===== config.mk =====
export PLATFORM = sky130hd
export DESIGN_NAME = csr_unit
export DESIGN_NICKNAME = d
export VERILOG_FILES = /design/src/logic/csr_pkg.sv /design/src/logic/csr_exec.sv /design/src/logic/csr_regfile.sv /design/src/logic/csr_unit.sv /design/src/logic/irq_sync.sv
export SDC_FILE = /design/constraint.sdc
export NUM_CORES = 1
export LEC_CHECK = 0
export ABC_CLOCK_PERIOD_IN_PS = 3800
export BUFFER_PORTS_ARGS = -buffer_cell sky130_fd_sc_hd__clkbuf_2
export CELL_PAD_IN_SITES_DETAIL_PLACEMENT = 0
export CELL_PAD_IN_SITES_GLOBAL_PLACEMENT = 1
export CORE_AREA = 2 2 195 197
export DETAILED_ROUTE_END_ITERATION = 12
export DIE_AREA = 0 0 197 199
export PLACE_DENSITY = 0.82
export SLEW_MARGIN = 0
export SYNTH_ARGS = -nofsm -noshare
export SYNTH_HDL_FRONTEND = slang
export SYNTH_SLANG_ARGS = --single-unit
export TNS_END_PERCENT = 20

===== constraint.sdc =====
create_clock -name aclk -period 3.8 [get_ports aclk]
set_input_delay 0 -clock aclk [delete_from_list [all_inputs] [get_ports aclk]]
set_output_delay 0 -clock aclk [all_outputs]
set_load 0.01 [all_outputs]

===== src/logic/csr_pkg.sv =====
//////////////////////////////////////////////////
// Shared widths, CSR map, masks and bus structs
// for the machine CSR unit, imported by every block
//////////////////////////////////////////////////

package csr_pkg;

    // Data path width
    localparam int XLEN = 32;

    typedef logic [XLEN-1:0] xlen_t;
    typedef logic [31:0]     instr_t;
    typedef logic [11:0]     csr_addr_t;
    // Integer register index, also carries zimm
    typedef logic [4:0]      reg_addr_t;

    // Instruction field positions
    localparam int RD_LSB     = 7;
    localparam int FUNCT3_LSB = 12;
    localparam int RS1_LSB    = 15;
    localparam int CSR_LSB    = 20;

    // funct3 encodings of the Zicsr instructions
    typedef enum logic [2:0] {
        CSR_RW  = 3'b001,
        CSR_RS  = 3'b010,
        CSR_RC  = 3'b011,
        CSR_RWI = 3'b101,
        CSR_RSI = 3'b110,
        CSR_RCI = 3'b111
    } csr_op_e;

    typedef enum logic [1:0] {
        IDLE,
        COMPUTE,
        STORE
    } exec_state_e;

    //////////////////////////////////////////////////
    // Machine CSR addresses
    //////////////////////////////////////////////////

    localparam csr_addr_t CSR_MSTATUS  = 12'h300;
    localparam csr_addr_t CSR_MISA     = 12'h301;
    localparam csr_addr_t CSR_MIE      = 12'h304;
    localparam csr_addr_t CSR_MTVEC    = 12'h305;
    localparam csr_addr_t CSR_MSCRATCH = 12'h340;
    localparam csr_addr_t CSR_MEPC     = 12'h341;
    localparam csr_addr_t CSR_MCAUSE   = 12'h342;
    localparam csr_addr_t CSR_MTVAL    = 12'h343;
    localparam csr_addr_t CSR_MIP      = 12'h344;
    localparam csr_addr_t CSR_MHARTID  = 12'hF14;

    // Read-only constants
    localparam xlen_t MHART_ID   = 32'h0000_0000;
    // MXL=1 plus the I base ISA
    localparam xlen_t MISA_VALUE = 32'h4000_0100;

    // Writable fields only, WPRI bits read back zero
    localparam xlen_t MSTATUS_WMASK = 32'h807F_F9BB;
    // IALIGN=32 so low two bits stay clear
    localparam xlen_t MEPC_WMASK    = 32'hFFFF_FFFC;

    // Pending and enable bit positions
    localparam int MEI_BIT = 11;
    localparam int MTI_BIT = 7;
    localparam int MSI_BIT = 3;

    // Flops per interrupt synchronizer
    localparam int SYNC_DEPTH = 2;

    //////////////////////////////////////////////////
    // Bundles between blocks
    //////////////////////////////////////////////////

    // Instruction write port into the register file
    typedef struct packed {
        logic      en;
        csr_addr_t addr;
        xlen_t     data;
    } csr_wr_t;

    // Trap controller writes, highest priority
    typedef struct packed {
        logic  mstatus_wr;
        xlen_t mstatus;
        logic  mepc_wr;
        xlen_t mepc;
        logic  mcause_wr;
        xlen_t mcause;
        logic  mtval_wr;
        xlen_t mtval;
    } trap_wr_t;

    // Registers exported to the rest of the core
    typedef struct packed {
        xlen_t mtvec;
        xlen_t mepc;
        xlen_t mstatus;
        logic  meip;
        logic  mtip;
        logic  msip;
    } csr_sb_t;

endpackage


===== src/logic/csr_exec.sv =====
//////////////////////////////////////////////////
// CSR instruction sequencer, one op in flight
// IDLE accepts, COMPUTE reads, STORE writes back
//////////////////////////////////////////////////

module csr_exec
    import csr_pkg::*;
(
    input  logic      aclk,
    input  logic      aresetn,
    // Instruction handshake
    input  logic      valid,
    output logic      ready,
    input  instr_t    instr,
    // Integer register file
    output reg_addr_t rs1_addr,
    input  xlen_t     rs1_val,
    output logic      rd_wr_en,
    output reg_addr_t rd_wr_addr,
    output xlen_t     rd_wr_val,
    // Register file access
    output csr_addr_t rd_addr,
    input  xlen_t     rdata,
    output csr_wr_t   csr_wr
);

    exec_state_e state;
    logic        accept;

    // Fields captured at acceptance
    csr_op_e     op_r;
    csr_addr_t   csr_addr_r;
    // rs1 index or zimm, same bits of the word
    reg_addr_t   src_r;
    xlen_t       rs1_val_r;

    logic        imm_op;
    xlen_t       src_val;
    xlen_t       new_val;
    logic        wr_due;

    // Registered write strobe and data
    logic        wr_en_r;
    xlen_t       wdata_r;

    //////////////////////////////////////////////////
    // Handshake and control FSM
    //////////////////////////////////////////////////

    assign ready  = (state == IDLE);
    assign accept = valid && ready;

    // rs1 index goes out early so rs1_val is ready at acceptance
    assign rs1_addr = instr[RS1_LSB +: $bits(reg_addr_t)];

    always_ff @(posedge aclk or negedge aresetn) begin
        if (!aresetn) begin
            state    <= IDLE;
            rd_wr_en <= 1'b0;
            wr_en_r  <= 1'b0;
        end else begin
            case (state)
                IDLE: begin
                    if (accept) begin
                        state <= COMPUTE;
                    end
                end
                // Old value is on rdata now
                COMPUTE: begin
                    state    <= STORE;
                    rd_wr_en <= 1'b1;
                    wr_en_r  <= wr_due;
                end
                // Register file takes the write on this edge
                STORE: begin
                    state    <= IDLE;
                    rd_wr_en <= 1'b0;
                    wr_en_r  <= 1'b0;
                end
                default: begin
                    state <= IDLE;
                end
            endcase
        end
    end

    //////////////////////////////////////////////////
    // Operand capture and result registers
    //////////////////////////////////////////////////

    always_ff @(posedge aclk) begin
        if (accept) begin
            op_r       <= csr_op_e'(instr[FUNCT3_LSB +: $bits(csr_op_e)]);
            csr_addr_r <= instr[CSR_LSB +: $bits(csr_addr_t)];
            src_r      <= instr[RS1_LSB +: $bits(reg_addr_t)];
            rs1_val_r  <= rs1_val;
            rd_wr_addr <= instr[RD_LSB +: $bits(reg_addr_t)];
        end
        if (state == COMPUTE) begin
            rd_wr_val <= rdata;
            wdata_r   <= new_val;
        end
    end

    // Immediate forms take zero-extended zimm
    assign imm_op  = (op_r inside {CSR_RWI, CSR_RSI, CSR_RCI});
    assign src_val = imm_op ? {{(XLEN-$bits(reg_addr_t)){1'b0}}, src_r} : rs1_val_r;

    // New value and write decision
    always_comb begin
        case (op_r)
            CSR_RW, CSR_RWI: begin
                new_val = src_val;
                wr_due  = 1'b1;
            end
            // Zero source means read only
            CSR_RS, CSR_RSI: begin
                new_val = rdata | src_val;
                wr_due  = (src_r != '0);
            end
            CSR_RC, CSR_RCI: begin
                new_val = rdata & ~src_val;
                wr_due  = (src_r != '0);
            end
            default: begin
                new_val = rdata;
                wr_due  = 1'b0;
            end
        endcase
    end

    // Address holds from acceptance through STORE
    assign rd_addr     = csr_addr_r;
    assign csr_wr.en   = wr_en_r;
    assign csr_wr.addr = csr_addr_r;
    assign csr_wr.data = wdata_r;

endmodule


===== src/logic/csr_regfile.sv =====
//////////////////////////////////////////////////
// Machine CSR storage with trap writes, pending
// interrupts, read mux and the shared bus
//////////////////////////////////////////////////

module csr_regfile
    import csr_pkg::*;
(
    input  logic      aclk,
    input  logic      aresetn,
    // Writes from the sequencer and the trap controller
    input  csr_wr_t   csr_wr,
    input  trap_wr_t  trap_wr,
    // Combinational read port
    input  csr_addr_t rd_addr,
    output xlen_t     rdata,
    // Synchronized interrupt lines
    input  logic      irq_meip,
    input  logic      irq_mtip,
    input  logic      irq_msip,
    output csr_sb_t   csr_sb
);

    xlen_t mstatus;
    xlen_t mie;
    xlen_t mtvec;
    xlen_t mscratch;
    xlen_t mepc;
    xlen_t mcause;
    xlen_t mtval;
    xlen_t mip;

    logic  irq_any;

    // Instruction write aimed at this address
    function automatic logic hit(csr_wr_t wr, csr_addr_t addr);
        return wr.en && (wr.addr == addr);
    endfunction

    // Trap value first, then instruction value, both masked
    function automatic xlen_t next_val(logic trap_en, xlen_t trap_val, logic wr_en,
                                       xlen_t wr_val, xlen_t mask, xlen_t cur);
        if (trap_en) begin
            return trap_val & mask;
        end
        if (wr_en) begin
            return wr_val & mask;
        end
        return cur;
    endfunction

    //////////////////////////////////////////////////
    // Trap-writable registers
    //////////////////////////////////////////////////

    always_ff @(posedge aclk or negedge aresetn) begin
        if (!aresetn) begin
            mstatus <= '0;
            mepc    <= '0;
            mcause  <= '0;
            mtval   <= '0;
        end else begin
            mstatus <= next_val(trap_wr.mstatus_wr, trap_wr.mstatus,
                                hit(csr_wr, CSR_MSTATUS), csr_wr.data,
                                MSTATUS_WMASK, mstatus);
            mepc    <= next_val(trap_wr.mepc_wr, trap_wr.mepc,
                                hit(csr_wr, CSR_MEPC), csr_wr.data,
                                MEPC_WMASK, mepc);
            // No masking on cause and tval
            mcause  <= next_val(trap_wr.mcause_wr, trap_wr.mcause,
                                hit(csr_wr, CSR_MCAUSE), csr_wr.data,
                                '1, mcause);
            mtval   <= next_val(trap_wr.mtval_wr, trap_wr.mtval,
                                hit(csr_wr, CSR_MTVAL), csr_wr.data,
                                '1, mtval);
        end
    end

    //////////////////////////////////////////////////
    // Software-only registers
    //////////////////////////////////////////////////

    always_ff @(posedge aclk or negedge aresetn) begin
        if (!aresetn) begin
            mie      <= '0;
            mtvec    <= '0;
            mscratch <= '0;
        end else begin
            if (hit(csr_wr, CSR_MIE)) begin
                mie <= csr_wr.data;
            end
            if (hit(csr_wr, CSR_MTVEC)) begin
                mtvec <= csr_wr.data;
            end
            if (hit(csr_wr, CSR_MSCRATCH)) begin
                mscratch <= csr_wr.data;
            end
        end
    end

    //////////////////////////////////////////////////
    // Pending interrupts
    //////////////////////////////////////////////////

    assign irq_any = irq_meip || irq_mtip || irq_msip;

    // Any live line locks out software writes to mip
    always_ff @(posedge aclk or negedge aresetn) begin
        if (!aresetn) begin
            mip <= '0;
        end else if (irq_any) begin
            // Sticky set when enabled
            if (irq_meip && mie[MEI_BIT]) begin
                mip[MEI_BIT] <= 1'b1;
            end
            if (irq_mtip && mie[MTI_BIT]) begin
                mip[MTI_BIT] <= 1'b1;
            end
            if (irq_msip && mie[MSI_BIT]) begin
                mip[MSI_BIT] <= 1'b1;
            end
        end else if (hit(csr_wr, CSR_MIP)) begin
            mip <= csr_wr.data;
        end
    end

    //////////////////////////////////////////////////
    // Read mux and shared bus
    //////////////////////////////////////////////////

    // Unmapped addresses read zero
    always_comb begin
        case (rd_addr)
            CSR_MSTATUS:  rdata = mstatus;
            CSR_MISA:     rdata = MISA_VALUE;
            CSR_MIE:      rdata = mie;
            CSR_MTVEC:    rdata = mtvec;
            CSR_MSCRATCH: rdata = mscratch;
            CSR_MEPC:     rdata = mepc;
            CSR_MCAUSE:   rdata = mcause;
            CSR_MTVAL:    rdata = mtval;
            CSR_MIP:      rdata = mip;
            CSR_MHARTID:  rdata = MHART_ID;
            default:      rdata = '0;
        endcase
    end

    assign csr_sb.mtvec   = mtvec;
    assign csr_sb.mepc    = mepc;
    assign csr_sb.mstatus = mstatus;
    assign csr_sb.meip    = mip[MEI_BIT];
    assign csr_sb.mtip    = mip[MTI_BIT];
    assign csr_sb.msip    = mip[MSI_BIT];

endmodule


===== src/logic/csr_unit.sv =====
//////////////////////////////////////////////////
// Machine CSR unit top, instruction port in,
// writeback and shared bus out
//////////////////////////////////////////////////

module csr_unit
    import csr_pkg::*;
(
    input  logic      aclk,
    input  logic      aresetn,
    // Interrupt pins, asynchronous
    input  logic      ext_irq,
    input  logic      sw_irq,
    input  logic      timer_irq,
    // Instruction handshake
    input  logic      valid,
    output logic      ready,
    input  instr_t    instr,
    // Integer register file side
    output reg_addr_t rs1_addr,
    input  xlen_t     rs1_val,
    output logic      rd_wr_en,
    output reg_addr_t rd_wr_addr,
    output xlen_t     rd_wr_val,
    // Trap controller and core-wide bus
    input  trap_wr_t  trap_wr,
    output csr_sb_t   csr_sb
);

    csr_wr_t   csr_wr;
    csr_addr_t rd_addr;
    xlen_t     rdata;
    logic      irq_meip;
    logic      irq_mtip;
    logic      irq_msip;

    // Interrupt pins into aclk
    irq_sync irq_sync0 (
        .aclk      (aclk),
        .aresetn   (aresetn),
        .ext_irq   (ext_irq),
        .sw_irq    (sw_irq),
        .timer_irq (timer_irq),
        .irq_meip  (irq_meip),
        .irq_mtip  (irq_mtip),
        .irq_msip  (irq_msip)
    );

    // Instruction sequencing and writeback
    csr_exec csr_exec0 (
        .aclk       (aclk),
        .aresetn    (aresetn),
        .valid      (valid),
        .ready      (ready),
        .instr      (instr),
        .rs1_addr   (rs1_addr),
        .rs1_val    (rs1_val),
        .rd_wr_en   (rd_wr_en),
        .rd_wr_addr (rd_wr_addr),
        .rd_wr_val  (rd_wr_val),
        .rd_addr    (rd_addr),
        .rdata      (rdata),
        .csr_wr     (csr_wr)
    );

    // Register storage
    csr_regfile csr_regfile0 (
        .aclk     (aclk),
        .aresetn  (aresetn),
        .csr_wr   (csr_wr),
        .trap_wr  (trap_wr),
        .rd_addr  (rd_addr),
        .rdata    (rdata),
        .irq_meip (irq_meip),
        .irq_mtip (irq_mtip),
        .irq_msip (irq_msip),
        .csr_sb   (csr_sb)
    );

endmodule


===== src/logic/irq_sync.sv =====
//////////////////////////////////////////////////
// Brings the three asynchronous interrupt pins
// into the aclk domain through flop chains
//////////////////////////////////////////////////

module irq_sync
    import csr_pkg::*;
(
    input  logic aclk,
    input  logic aresetn,
    input  logic ext_irq,
    input  logic sw_irq,
    input  logic timer_irq,
    output logic irq_meip,
    output logic irq_mtip,
    output logic irq_msip
);

    // One stage per row, lines packed as {ext, timer, sw}
    logic [SYNC_DEPTH-1:0][2:0] sync_q;

    // Shift the pins in, oldest stage at the top
    always_ff @(posedge aclk or negedge aresetn) begin
        if (!aresetn) begin
            sync_q <= '0;
        end else begin
            sync_q <= {sync_q[SYNC_DEPTH-2:0], {ext_irq, timer_irq, sw_irq}};
        end
    end

    // Last stage feeds the pending logic
    assign irq_meip = sync_q[SYNC_DEPTH-1][2];
    assign irq_mtip = sync_q[SYNC_DEPTH-1][1];
    assign irq_msip = sync_q[SYNC_DEPTH-1][0];

endmodule


== After elaboration in Yosys (flattened, before gate mapping) ==
Index checks and enable logic that the tools add are counted.
Storage, ports and cells
  register bits after elaboration: 387
  word-level logic and storage cells: 122
  bits of input ports: 202
  output and inout bits: 143
Operators by class
  multiplexer cells: 43
  bitwise operators: 4
  reduce and logical (&&, ||, !) cells: 31
  equality and inequality tests: 21
Operators with widths (number)
  two-way mux 32 bit: 17
  case mux 32 bit (9 select lines): 1
  == test 12 x 10 -> 1 bit (second input constant): 9
  case mux 32 bit (3 select lines): 1
  bitwise AND 32 bit: 1
  NOT 32 bit: 1
  bitwise OR 32 bit: 1
  two-way mux 1 bit: 18
  logical AND 1 bit: 12
  two-way mux 12 bit: 1
  nonzero test 2 bit: 6
  == test 3 bit (second input constant): 3
  != test 2 bit (second input constant): 4
  AND reduction 2 bit: 4
  == test 3 x 2 -> 1 bit (second input constant): 2
  case mux 1 bit (2 select lines): 3
  OR reduction 2 bit: 3
  nonzero test 5 bit: 1
  case mux 2 bit (2 select lines): 1
  OR reduction 4 bit: 1
  == test 3 x 1 -> 1 bit (second input constant): 1
  nonzero test 3 bit: 1
  == test 2 x 1 -> 1 bit (second input constant): 1
  == test 2 bit (second input constant): 1
  4 further kinds: 5

== Depth between registers and ports, before layout ==
  depth in word-level cells: 6
  mapped depth: 8
  gate-level depth less buffers: 5

== By module ==
Synthesis repeated with hierarchy kept, for this count alone.
Second synthesis, totals
  cell total of the unflattened synthesis: 1387
  area total of the unflattened synthesis: 17418.0 µm²
Modules (own cells, without submodules)
  csr_regfile: sequential area each 6055.8 µm², times used 1, cells each 1074, area each 12231.7 µm²
  csr_exec: sequential area each 3733.6 µm², times used 1, cells each 307, area each 5036.1 µm²
  irq_sync: sequential area each 150.1 µm², times used 1, cells each 6, area each 150.1 µm²

== Least setup slack after synthesis ==
No wires, ideal clock.
  path kind: flip-flop to flip-flop
  from: register csr_exec0.state[0]
  to: register csr_exec0.op_r[0] (enable)
  slack: 1304 ps
  arrival time: 2075 ps
  required time: 3379 ps
  path buffers: 0
  library setup time: 421 ps
  cell stages (with the launch flop): 4
  period minus slack after synthesis: 2496 ps
  cell sequence: dfrtp_1 > inv_1 > ha_1 > and2_1
Between the ends
  longest elaborated chain between the ends: 2
Ends and longest elaborated chain
  from (decl): RTL line csr_exec.sv:27  | exec_state_e state;
  from (signal assigned): RTL line csr_exec.sv:58  | state <= IDLE;
  from (signal assigned): RTL line csr_exec.sv:65  | state <= COMPUTE;
  from (signal assigned): RTL line csr_exec.sv:70  | state <= STORE;
  logical NOT 2 bit: RTL line csr_exec.sv:50  | assign ready = (state == IDLE);
  net ready: RTL line csr_unit.sv:17  | output logic ready,
  logical AND 1 bit: RTL line csr_exec.sv:51  | assign accept = valid && ready;
  net csr_exec0.accept: RTL line csr_exec.sv:28  | logic accept;
  to (signal assigned): RTL line csr_exec.sv:93  | op_r <= csr_op_e'(instr[FUNCT3_LSB +: $bits(csr_op_e)]);
  to (decl): RTL line csr_exec.sv:31  | csr_op_e op_r;
The timed path passes the listed nets, and every way through them passes these cells.
A chain may end at the register's enable or synchronous reset.

== Final worst setup path ==
  from: register csr_exec0.csr_addr_r[10] (netlist: csr_exec0.rd_addr[10])
  to: register csr_regfile0.mepc[22]
Between the ends
  longest elaborated chain between the ends: 5
  elaborated cells on any way between the ends: 8
  classes of those cells: eq/ne: 1; mux: 5; reduce/logical: 2
Ends and longest elaborated chain
  from (decl): RTL line csr_exec.sv:32  | csr_addr_t csr_addr_r;
  from (signal assigned): RTL line csr_exec.sv:94  | csr_addr_r <= instr[CSR_LSB +: $bits(csr_addr_t)];
  == test 12 x 10 -> 1 bit (*): RTL line csr_regfile.sv:37  | return wr.en && (wr.addr == addr);
  logical AND 1 bit (*): RTL line csr_regfile.sv:37
  two-way mux 32 bit / two-way mux 1 bit (equally long branches): RTL line csr_regfile.sv:46  | if (wr_en) begin
  two-way mux 32 bit / two-way mux 1 bit (equally long branches): RTL line csr_regfile.sv:49, csr_regfile.sv:46
  two-way mux 32 bit / nonzero test 2 bit (equally long branches)
  to (signal assigned): RTL line csr_regfile.sv:66  | mepc <= next_val(trap_wr.mepc_wr, trap_wr.mepc,
  to (decl): RTL line csr_regfile.sv:28  | xlen_t mepc;
Mark *: on every way between the ends. The rest lies on a longest branch, timed or not. The select of a mux whose other input is x is not followed.

==> key figures <==
Clock tree
  – Clock Latency Late Sink: about 550 ps
  – Clock Path Buffers: 3
  – Total CTS buffers: between 40 and 50
  – Setup bufs post-CTS: 0
  – Htree depth: 2
  – Sink Count: 373
  – TritonCTS clock tree: done
  – Root Driver: clkbuf_16
  – Clock transition at path regs: 60 ps

Route
  – Highest Signal Layer: met4
  – WL per Instance: 23.6 microns
  – M1 wire length: 24.3 mm
  – Met2 wire len: 26.1 mm
  – First-pass DRT Iterations: 6
  – DRT antenna net count: 0
  – Drt drc: 0
  – Metal3 WL: about 4.7 mm
  – Drt total wl: roughly 57 mm
  – Via count: between 10000 and 15000
  – Drt via density: 5.73
  – Detailed Route Iter0 Violations: 1119

Global route
  – Gr usage total: 0.291
  – Global-route wire length before repair: 85.4 mm
  – Largest net degree at the start of global routing: 113
  – Vias in the first global route: 14100
  – GRT overflow: 0
  – Initial antenna violation count: 0

Critical path
  – Crit path buf inv count: 3
  – Max incr delay on CP: 620 ps
  – Worst path top cell family by delay: buffers and inverters
  – Cell with the most instances on the worst path: buf_4
  – Critical Path RT: 4230 ps
  – Type of origin of the critical path: flip-flop
  – Crit-path max FO: 18
  – Slowest stage cell, crit path: or4_4
  – Critical path, cell by cell: or4_4 -> nor3_4 -> buf_4 -> and3_2 -> buf_4 -> mux2i_1 -> o21ai_1 -> dlygate4sd3_1
  – Arr. time, crit path: 3530 ps
  – Crit path kind: flip-flop to flip-flop
  – Reg-to-reg slack, setup: 700 ps
  – CP Capture Type: flip-flop

Yosys
  – Synth cell types: 64
  – FFs w/ async S/R, synth: 0.676
  – Synth top area share: 0.358
  – Post-synth EDFFs: 121
  – Syn Inst Count: around 1500
  – Post-synth top cells: dfrtp_1, mux2i_1, nand2_1
  – Most repeated cell in the gate-level netlist after synthesis: dfrtp_1
  – Seq/Total Area, Yosys: 0.565
  – Synth area leaders: dfrtp_1, edfxtp_1, mux2i_1
  – Netlist Area Pre-Place: 17600 sq um
  – Main synth FF type: dfrtp_1
  – Register bit count reported by yosys: 373
  – Mean Syn Cell Area: 12.1 sq um
  – YS warnings: 0
  – Most area-hungry cell type in the Yosys netlist: dfrtp_1

Pwr
  – Maximum VDD drop: ~0.48 mV
  – Total power: 11700 uW
  – Pwr/cell area: 512 nW/um^2
  – Leakage power: approximately 0.010 uW

Finish
  – Nets: 2133
  – Post-Route Utilization: 0.617
  – Ant. Diodes: 0
  – Layout area overhead: 30.2%
  – Layout cell share with drive strength beyond 1: 0.298
  – Design Area, Final: approximately 23000 sq um

Floorplanning
  – CORE AREA: 37100 sq um
  – Die W: between 150 and 200 microns
  – Die height: roughly 200 microns
  – Top Ports: 345
  – FP Rows: 71
  – Initial Util: 0.474
  – Die area: 39200 sq um

Worst hold path
  – Hold WC Path Type: input port to flip-flop

STA
  – Fmax: ~320 MHz
  – Tcrit/Tclk final: 0.817
  – TNS Setup: 0 ps
  – Worst Max-Slew Pin Slew: 1130 ps
  – Max_slew headroom: 0.247
  – Final Slew Violations: 0
  – Post-route minimum period: 3100 ps
  – Skew final: 21.7 ps
  – Setup ws final: 695 ps
  – Final hold violation count: 0
  – # setup viols final: 0
  – RSZ-0062 raised after global routing: false

Placement
  – Area after DPL: about 20000 sq um
  – Dpl hpwl: 37.6 mm
  – Post-Place Worst Slack: 872 ps
  – Final Wtd Congestion: 0.924
  – I/O Buffers: 309

Run status
  – Status: finished clean

Run
  – Max-cap violation count: 0
[power breakdown]
group	switching, uW	internal (uW)
logic	1280	844
clock network	1640	2560
registers	609	4790
[sequential cells by signal, indices dropped and copies added, names as in the netlist, 5 cells and up]
| name | cells |
|---|---|
| csr_regfile0.mtval | 32 |
| csr_regfile0.mscratch | 32 |
| csr_regfile0.mepc | 30 |
| csr_exec0.rd_wr_addr | 5 |
| csr_exec0.rs1_val_r | 32 |
| csr_regfile0.mip | 32 |
| csr_regfile0.mtvec | 32 |
| csr_exec0.src_r | 5 |
| csr_exec0.rd_wr_val | 32 |
| csr_regfile0.mcause | 32 |
| csr_exec0.wdata_r | 32 |
| csr_regfile0.mstatus | 20 |
| csr_regfile0.mie | 32 |
| csr_exec0.rd_addr | 12 |
[logic make-up after synthesis]
logic type | synth area share
DFF | 0.565
muxes | 0.195
and+or+nand+nor | 0.0848
AOI/OAI and AO/OA | 0.102
buffers and inverters | 0.0411
xor gates and xnor gates | 0.00896
adders and majority gates | 0.00284
other | 0.000213
[metal layers]
layer	vias to the layer above	GRT usage
met5	-	0
met3	137	0.0624
met1	6962	0.399
met2	659	0.452
met4	0	0.122
li1	6185	-
[worst reg2reg max path, delay by kind of cell (launching register included)]
kind,cells,cell delay (ps)
muxes,1,310
DFF,1,380
buffers and inverters,3,1170
AOI/OAI and AO/OA,1,80
and+or+nand+nor,3,1060
[what timing repair did]
| action | CTS | global route |
|---|---|---|
| setup endpoints to repair | 0 | 0 |
| hold buffers | 196 | 0 |
| endpoints found under the hold margin | 284 | 0 |
| gates resized for setup | 0 | 0 |
[layout by cell type, fill, tap and decap left out, types with 5 or more instances in the layout]
master         synthesis  final
a221oi_1               8      8
clkbuf_2               0    308
and3_1                11      8
clkbuf_8               0     10
o21ai_1               63     63
nand2_1              163    162
o22ai_1               20     20
or2_2                  8      8
conb_1                 1     14
dfrtp_1              252    252
a22oi_1               14     14
clkbuf_16              0     45
xnor2_1               11     11
and3b_1                6      6
o221ai_1               6      6
a22o_1                 7      7
mux2i_1              175    175
a21oi_1               33     33
dlygate4sd3_1          0    196
nor2b_1               34     34
inv_1                 11     11
a2bb2oi_1             14     14
nor3_1                 5      5
nor2_1                31     31
clkbuf_1              60     12
xor2_1                 7      7
buf_4                 37     36
mux2_2               147    147
a221o_1                5      5
o21ai_0               75     75
edfxtp_1             121    121
nand4_1                5      5
nand3_1                8      8
o2bb2ai_1             12     12
and2_1                13     12
[cell type report]
cell class,count,area (sq um)
fillers,2916,14200
inverters,12,45.0
clock buffers,67,1310
well taps,474,593
clock inverters,9,128
flip-flops and latches,373,9940
repair buffers,545,3870
multi-input cells,954,7020
[stage by stage]
stage	hold slack, ps	instances
CTS	16.2	2434
global placement	113	2162
global route	106	2434
finish	57.0	2434
detailed placement	110	2162
floorplan	-296	1469
[final timing paths]
| check | to | cells after the start | start |
|---|---|---|---|
| setup / recovery | csr_regfile0.mepc[22]$_DFFE_PN0P_ | 8 | csr_exec0.rd_addr[10]$_DFFE_PP_ |
| hold / removal | csr_regfile0.mtval[27]$_DFFE_PN0P_ | 3 | trap_wr[32] |
| setup reg to reg | csr_regfile0.mepc[22]$_DFFE_PN0P_ | 8 | csr_exec0.rd_addr[10]$_DFFE_PP_ |
| hold reg to reg | irq_sync0.irq_msip$_DFF_PN0_ | 0 | irq_sync0.sync_q[0]$_DFF_PN0_ |
| max in group asynchronous | csr_regfile0.mie[1]$_DFFE_PN0P_ | 3 | aresetn |
| min in group asynchronous | csr_regfile0.mtvec[25]$_DFFE_PN0P_ | 2 | aresetn |
Note: power is estimated with default switching activity, not from simulation.
